### src/hw/mem_pkg.sv
package mem_pkg;

  typedef logic [31:0] xlen_t;      // data or address word
  typedef logic [4:0]  reg_idx_t;   // destination register
  typedef logic [3:0]  byte_mask_t; // one bit per byte lane

  // one-hot access size, bit 3 unused
  typedef logic [3:0]  size_code_t;

  localparam size_code_t SIZE_NONE = 4'b0000;
  localparam size_code_t SIZE_BYTE = 4'b0001;
  localparam size_code_t SIZE_HALF = 4'b0010;
  localparam size_code_t SIZE_WORD = 4'b0100;

  // load/store opcode from the execute stage
  typedef enum logic [3:0] {
    MEMOP_NONE = 4'd0,
    MEMOP_LB   = 4'd1,
    MEMOP_LBU  = 4'd2,
    MEMOP_LH   = 4'd3,
    MEMOP_LHU  = 4'd4,
    MEMOP_LW   = 4'd5,
    MEMOP_SB   = 4'd6,
    MEMOP_SH   = 4'd7,
    MEMOP_SW   = 4'd8
  } mem_op_e;

  // core-local timer register map
  localparam xlen_t MTIME_ADDR_LO    = 32'h0200_BFF8;
  localparam xlen_t MTIME_ADDR_HI    = 32'h0200_BFFC;
  localparam xlen_t MTIMECMP_ADDR_LO = 32'h0200_4000;
  localparam xlen_t MTIMECMP_ADDR_HI = 32'h0200_4004;

  // parked address when no access is in flight
  localparam xlen_t IDLE_ADDR = 32'h8000_0000;

endpackage
### src/hw/clint_timer.sv
module clint_timer import mem_pkg::*; (
  input  logic  clk,
  input  logic  rst,
  input  xlen_t addr_i,
  input  logic  sel_i,
  input  logic  write_i,
  input  xlen_t wdata_i,
  output xlen_t rdata_o,
  output logic  timer_irq_o
);

  logic [63:0] mtime_q;
  logic [63:0] mtimecmp_q;
  logic        wr_en;
  logic        wr_time_lo;
  logic        wr_time_hi;
  logic        wr_cmp_lo;
  logic        wr_cmp_hi;

  assign wr_en      = sel_i & write_i;
  assign wr_time_lo = wr_en & (addr_i == MTIME_ADDR_LO);
  assign wr_time_hi = wr_en & (addr_i == MTIME_ADDR_HI);
  assign wr_cmp_lo  = wr_en & (addr_i == MTIMECMP_ADDR_LO);
  assign wr_cmp_hi  = wr_en & (addr_i == MTIMECMP_ADDR_HI);

  always_ff @(posedge clk or posedge rst) begin
    if (rst) begin
      mtime_q <= '0;
    end else if (wr_time_lo) begin
      mtime_q[31:0] <= wdata_i;    // count pauses while written
    end else if (wr_time_hi) begin
      mtime_q[63:32] <= wdata_i;
    end else begin
      mtime_q <= mtime_q + 64'd1;
    end
  end

  always_ff @(posedge clk or posedge rst) begin
    if (rst) begin
      mtimecmp_q <= '1;   // no interrupt out of reset
    end else begin
      if (wr_cmp_lo) mtimecmp_q[31:0] <= wdata_i;
      if (wr_cmp_hi) mtimecmp_q[63:32] <= wdata_i;
    end
  end

  always_comb begin
    case (addr_i)
      MTIME_ADDR_LO:    rdata_o = mtime_q[31:0];
      MTIME_ADDR_HI:    rdata_o = mtime_q[63:32];
      MTIMECMP_ADDR_LO: rdata_o = mtimecmp_q[31:0];
      MTIMECMP_ADDR_HI: rdata_o = mtimecmp_q[63:32];
      default:          rdata_o = '0;
    endcase
  end

  assign timer_irq_o = (mtime_q >= mtimecmp_q);

endmodule

### config.mk
export PLATFORM = sky130hd
export DESIGN_NAME = clint_timer
export DESIGN_NICKNAME = d
export VERILOG_FILES = /design/src/hw/mem_pkg.sv /design/src/hw/clint_timer.sv
export SDC_FILE = /design/constraint.sdc
export NUM_CORES = 1
export LEC_CHECK = 0
export BUFFER_PORTS_ARGS = -buffer_cell sky130_fd_sc_hd__buf_2
export CAP_MARGIN = 20
export CORE_MARGIN = 8
export CORE_UTILIZATION = 38
export CTS_BUF_LIST = sky130_fd_sc_hd__clkbuf_8
export CTS_CLUSTER_DIAMETER = 40
export DETAILED_ROUTE_END_ITERATION = 7
export PLACE_DENSITY_LB_ADDON = 0.05
export SLEW_MARGIN = 20
export SYNTH_ARGS = -nofsm -noshare
export SYNTH_HDL_FRONTEND = slang
export SYNTH_SLANG_ARGS = --single-unit
### constraint.sdc
create_clock -name clk -period 4.5 [get_ports clk]
set_clock_uncertainty 0.2 [all_clocks]
set_input_delay 0.9 -clock clk [delete_from_list [all_inputs] [get_ports clk]]
set_output_delay 0.9 -clock clk [all_outputs]
set_load 0.05 [all_outputs]
==> impl_metrics.toml, run 1 <==
[detailed_routing]
routed_via_density = 5.73
firstDrtPassIters = 4
antenna_left = 0
vias = 8367
route.detailed.drc = 0
totalWireLength_um = 31300
drtIter0Drc = 615
wl_per_cell_um = 21.5

[synthesis]
yosys_warnings = 0
ys.flop_type = "dfstp_2"
synth-seq-area-share_pct = 35.9
synth.distinct_cells = 73
synth_edf_count = 0
syn_area_per_cell_um2 = 8.89
synth_fp_nets = 1161
syn_area_mm2 = 0.00914
syn_inst = 1028
ys_ff_latch = 128
ys_async_sr_fraction_pct = 100

[sta]
hold_violations = 0
fmax_ghz = 0.232
finalCritPeriodShare_pct = 95.9
tightest_slew_ps = 997
relSlewSlack_pct = 33.0
rsz0062_at_grt = "false"
hold_ws_ps = 318
finalSetupViolCount = 0
setup_tns_ps = 0
slew_violations = 0
period_needed_ps = 4320

[worst_setup_path]
rr_endpoint = "mtime_q[60]$_DFFE_PP0N_"
crit_path_start_kind = "flop"
timing.rr.start = "mtime_q[1]$_DFFE_PP0P_"
worstSetupEndpointType = "output pin"
required_ps = 3400
cp_data_arrival_time_ps = 3220
r2r_cells = 7
worstPathMaxFanout = 3
worstSetupPathType = "flop to output pin"
r2r_slack_ps = 1240
cp_slowest_cell = "dfstp_2"
max_stage_delay_ps = 550
path_buf_inv = 2
critical_path.top_delay_family = "compound AO/OA/AOI/OAI gates"
cp-startpoint = "mtimecmp_q[34]$_DFFE_PP1P_"
critical_path.cell_chain = "inv_1 -> ha_1 -> a41oi_1 -> o21ai_0 -> a221oi_1 -> o211ai_1 -> a2111oi_2 -> nand4_1 -> buf_2"
path_depth = 9

[placed_design]
port_buffers = 100
hpwlAfterDp_um = 22900
gp_congestion = 0.854

[hold_path]
min_from = "mtimecmp_q[1]$_DFFE_PP1P_"
min_to = "mtimecmp_q[1]$_DFFE_PP1P_"
holdPathStages = 2
hold_path.class = "flop to flop"

[global_route]
grt_pass1_wl_um = 49400
antenna_found_initial = 0
grt_pass1_vias = 8467
overflow = 0
grt_max_degree = 61
grt_usage_pct = 21.9

[flow_run]
maxCapViolations = 0

[floorplanning]
initial_core_util_pct = 38.8
core_area_mm2 = 0.0235
dieWidth_um = 171
dieArea_mm2 = 0.0293
fp.dieH_um = 171
ios = 101
rows = 56

[clocking]
cts_buffer_depth = 2
clock-sinks = 128
htreeDepth = 4
cts_tree = "built"
root_buffer = "clkbuf_8"
path_clk_slew_ps = 90
numCtsBuffers = 17
clk_latency_ps = 460
holdBufCountCts = 0

[run_status]
status = "complete, no violations"

[cells_and_area]
diodes = 0
final_core_util_pct = 44.9
nNetsFinal = 1261
syn2layout_area_growth_pct = 15.7
final_layout_size_suffix_gt1_share_pct = 25.5
n_fill_cell = 2391

[pwr]
power_leakage_uw = 0.00484
power_per_cell_area_mw_per_mm2 = 230
peakVddDrop_v = 0.000118
[synthesized netlist by cell type, drive strengths merged, types with 15 or more instances]
cell | number | area [um2]
nand2 | 89 | 334
inv | 75 | 282
nor2 | 74 | 290
o21ai | 70 | 350
mux2i | 67 | 671
ha | 65 | 813
dfrtp | 64 | 1600
dfstp | 64 | 1680
a21oi | 56 | 288
o22ai | 45 | 282
nand4 | 38 | 253
clkbuf | 37 | 139
mux2 | 35 | 394
nand3 | 34 | 170
nor3 | 24 | 120
buf | 21 | 124
nor4 | 20 | 153
and4 | 15 | 131
[registers in the layout (all words and copies together), names as in the netlist]
name and flops:
mtime_q 64, mtimecmp_q 64
[cells by family (layout without fill, tap and decap cells)]
| family | after synthesis | in the layout | synth area share [%] |
|---|---|---|---|
| flip-flops | 128 | 128 | 35.9 |
| XOR/XNOR | 1 | 1 | 0.0958 |
| adder cells (fa/ha/maj) | 65 | 65 | 8.89 |
| buffers and inverters | 134 | 247 | 5.99 |
| AO/OA/AOI/OAI | 256 | 256 | 17.7 |
| AND/OR/NAND/NOR | 342 | 342 | 19.7 |
| multiplexers | 102 | 102 | 11.6 |
[final cells by class]
| cell class | count | area (um2) | share of cell area (%) |
|---|---|---|---|
| repair buffers | 139 | 821 | 7.76 |
| flip-flops and latches | 128 | 3280 | 31.0 |
| clock buffers | 20 | 275 | 2.60 |
| clock inverters | 12 | 165 | 1.56 |
| inverters | 76 | 288 | 2.72 |
| multi-input cells | 766 | 5350 | 50.5 |
| well taps | 319 | 399 | 3.77 |
[cells in the final DEF, fill, tap and decap left out, drive strengths merged, types with 6 or more instances in the layout]
cell	count
a211oi	13
a21o	12
a21oi	56
and2	6
and3	11
and4	15
buf	139
clkbuf	20
dfrtp	64
dfstp	64
ha	65
inv	78
mux2	35
mux2i	67
nand2	89
nand3	34
nand4	38
nor2	74
nor3	24
nor4	20
o21ai	70
o22ai	45
or4	9
[routing by layer]
layer | GRT usage [%] | up-vias | share of wire (%)
met5 | 0 | - | 0
met4 | 5.03 | 0 | 1.3
met3 | 3.96 | 27 | 5.0
met2 | 35.4 | 243 | 46
met1 | 30.0 | 4081 | 47
li1 | - | 4016 | -
[power by group]
part,internal (uW),switching [uW],leakage [uW]
Sequential,1150,0.00233,0.00138
Clock,643,501,0.000231
Combinational,49.7,85.4,0.00322
Total,1840,586,0.00484
[worst max path at each step]
stage	to	slack [ps]
after floorplan	mtime_q[0]$_DFFE_PP0P_	90
after global placement	rdata_o[15]	370
after detailed placement	rdata_o[14]	330
after CTS	timer_irq_o	10
after global routing	timer_irq_o	30
final	timer_irq_o	180
[worst register-to-register path, cell delays in order (launching register included)]
cell,delay (ps)
dfrtp_1,470
ha_1,250
nand3_1,270
nor4b_2,700
nand3_1,380
nor4_1,490
mux2i_1,130
a221o_1,270
[timing repair]
action,CTS,global route
gates resized for setup,1,2
setup endpoints to repair,1,1
buffers inserted,0,0
[stage by stage]
stage | instance area, um2 | worst slack, ps | total power, uW | std cells
final | 10600 | 184 | 2430 | 1460
after global placement | 10100 | 371 | 1310 | 1428
after CTS | 10600 | 13.5 | 2470 | 1460
after global routing | 10600 | 26.4 | 2520 | 1460
after detailed placement | 10100 | 329 | 1310 | 1428
after floorplan | 9140 | 93.3 | 1230 | 1028
(Power assumes the default switching activity.)
==> run 2, diff against run 1 <==
PLACE_DENSITY_LB_ADDON = unset   (was 0.05)
REMOVE_ABC_BUFFERS = 1   (was unset)
==> impl_metrics.toml, run 2 (synthesis results as in run 1) <==
[worst_setup_path]
r2r_cells = 7
worstSetupEndpointType = "output pin"
required_ps = 3400
timing.rr.start = "mtime_q[1]$_DFFE_PP0P_"
r2r_slack_ps = 1310
crit_path_start_kind = "flop"
worstPathMaxFanout = 3
cp_data_arrival_time_ps = 3210
worstSetupPathType = "flop to output pin"
rr_endpoint = "mtime_q[60]$_DFFE_PP0N_"

[placed_design]
port_buffers = 100
gp_congestion = 0.867
dpl_cell_area_mm2 = 0.0101
post-place-ws_ps = 417
hpwlAfterDp_um = 21900

[sta]
layout_setup_ws_ps = 191
relSlewSlack_pct = 31.4
setup_tns_ps = 0
tightest_slew_ps = 1030
slew_violations = 0
hold_violations = 0
fmax_ghz = 0.232
finalCritPeriodShare_pct = 95.8
rsz0062_at_grt = "false"
period_needed_ps = 4310
finalSetupViolCount = 0

[run_status]
status = "complete, no violations"

[global_route]
antenna_found_initial = 1
overflow = 0
grt_pass1_wl_um = 47200
grt_max_degree = 80
grt_usage_pct = 20.6
grt_pass1_vias = 8539

[hold_path]
min_to = "mtimecmp_q[13]$_DFFE_PP1P_"
min_from = "mtimecmp_q[13]$_DFFE_PP1P_"
holdPathStages = 2
hold_path.class = "flop to flop"

[detailed_routing]
route.detailed.drc = 0
antenna_left = 0
totalWireLength_um = 29500
vias = 8449
routed_via_density = 5.81
firstDrtPassIters = 5
wl_per_cell_um = 20.3
drtIter0Drc = 730

[floorplanning]
dieWidth_um = 171
core_area_mm2 = 0.0235
dieArea_mm2 = 0.0293
fp.dieH_um = 171
initial_core_util_pct = 38.8
ios = 101
rows = 56

[cells_and_area]
regArea_mm2 = 0.00328
layout_commonest_cell = "buf_2"
postLayoutCellArea_mm2 = 0.0105
multiInputGateArea_mm2 = 0.00533
n_fill_cell = 2391
syn2layout_area_growth_pct = 14.4
nNetsFinal = 1256
final_layout_size_suffix_gt1_share_pct = 24.7
diodes = 0
final_core_util_pct = 44.5
reg_top3 = "mtime_q (64), mtimecmp_q (64)"
final_cell_mix = "buf_2 (99), nand2_1 (89), inv_1 (79)"

[clocking]
root_buffer = "clkbuf_8"
postCtsSetupRepairBufs = 0
clock-sinks = 128
cts_tree = "built"
cts_buffer_depth = 2
htreeDepth = 4
numCtsBuffers = 17
clk_latency_ps = 470
path_clk_slew_ps = 70

[flow_run]
maxCapViolations = 0

[pwr]
peakVddDrop_v = 0.000165
total_power_uw = 2300
power_per_cell_area_mw_per_mm2 = 220
power_leakage_uw = 0.00480
[run 2: what timing repair did]
| item | 4_1_cts | 5_1_grt |
|---|---|---|
| gates resized for setup | 0 | 2 |
| endpoints found under the setup margin | 0 | 1 |
| hold buffers | 0 | 0 |
[run 2: per-layer routing]
| layer | share of wire (%) | up-vias | GRT usage, % |
|---|---|---|---|
| met3 | 7.0 | 40 | 3.85 |
| li1 | - | 4000 | - |
| met1 | 44 | 4084 | 27.2 |
| met5 | 0 | - | 0 |
| met4 | 2.3 | 0 | 7.90 |
| met2 | 47 | 325 | 33.0 |
[run 2: area by class of cell]
type / count / area share, %
clock buffer: 21 / 2.76
timing repair buffer: 134 / 7.36
clock inverter: 11 / 0.945
tap: 319 / 3.81
multi-input combinational: 766 / 51.0
inverter: 76 / 2.77
sequential: 128 / 31.4
[run 2: worst max-delay path, stage by stage, from the launching register on]
cell and delay, ps:
dfstp_2 540, inv_1 50, ha_1 300, a41oi_1 220
o21ai_0 250, a221oi_1 350, o211ai_1 220, a2111oi_2 390
nand4_1 160, buf_2 240
[run 2: how the worst max path moves through the flow]
stage	startpoint	end	slack (ps)	cells past startpoint
global route	mtimecmp_q[34]$_DFFE_PP1P_	timer_irq_o	20	9
detailed placement	addr_i[5]	rdata_o[30]	420	8
finish	mtimecmp_q[34]$_DFFE_PP1P_	timer_irq_o	190	9
floorplan	addr_i[22]	mtimecmp_q[0]$_DFFE_PP1P_	-130	5
CTS	mtimecmp_q[34]$_DFFE_PP1P_	timer_irq_o	110	9
global placement	addr_i[5]	rdata_o[14]	440	8
[run 2: where the power goes]
part | switching [uW] | total, uW | leakage (uW) | internal, uW
logic | 84.2 | 133 | 0.00319 | 48.4
registers | 0.00231 | 1150 | 0.00138 | 1150
clock network | 481 | 1020 | 0.000222 | 537
total | 565 | 2300 | 0.00480 | 1740
[run 2: per-stage QoR]
step	hold slack [ps]	cells
after global placement	302	1423
after CTS	320	1455
after floorplan	286	970
final	315	1455
after detailed placement	305	1423
after global routing	339	1455
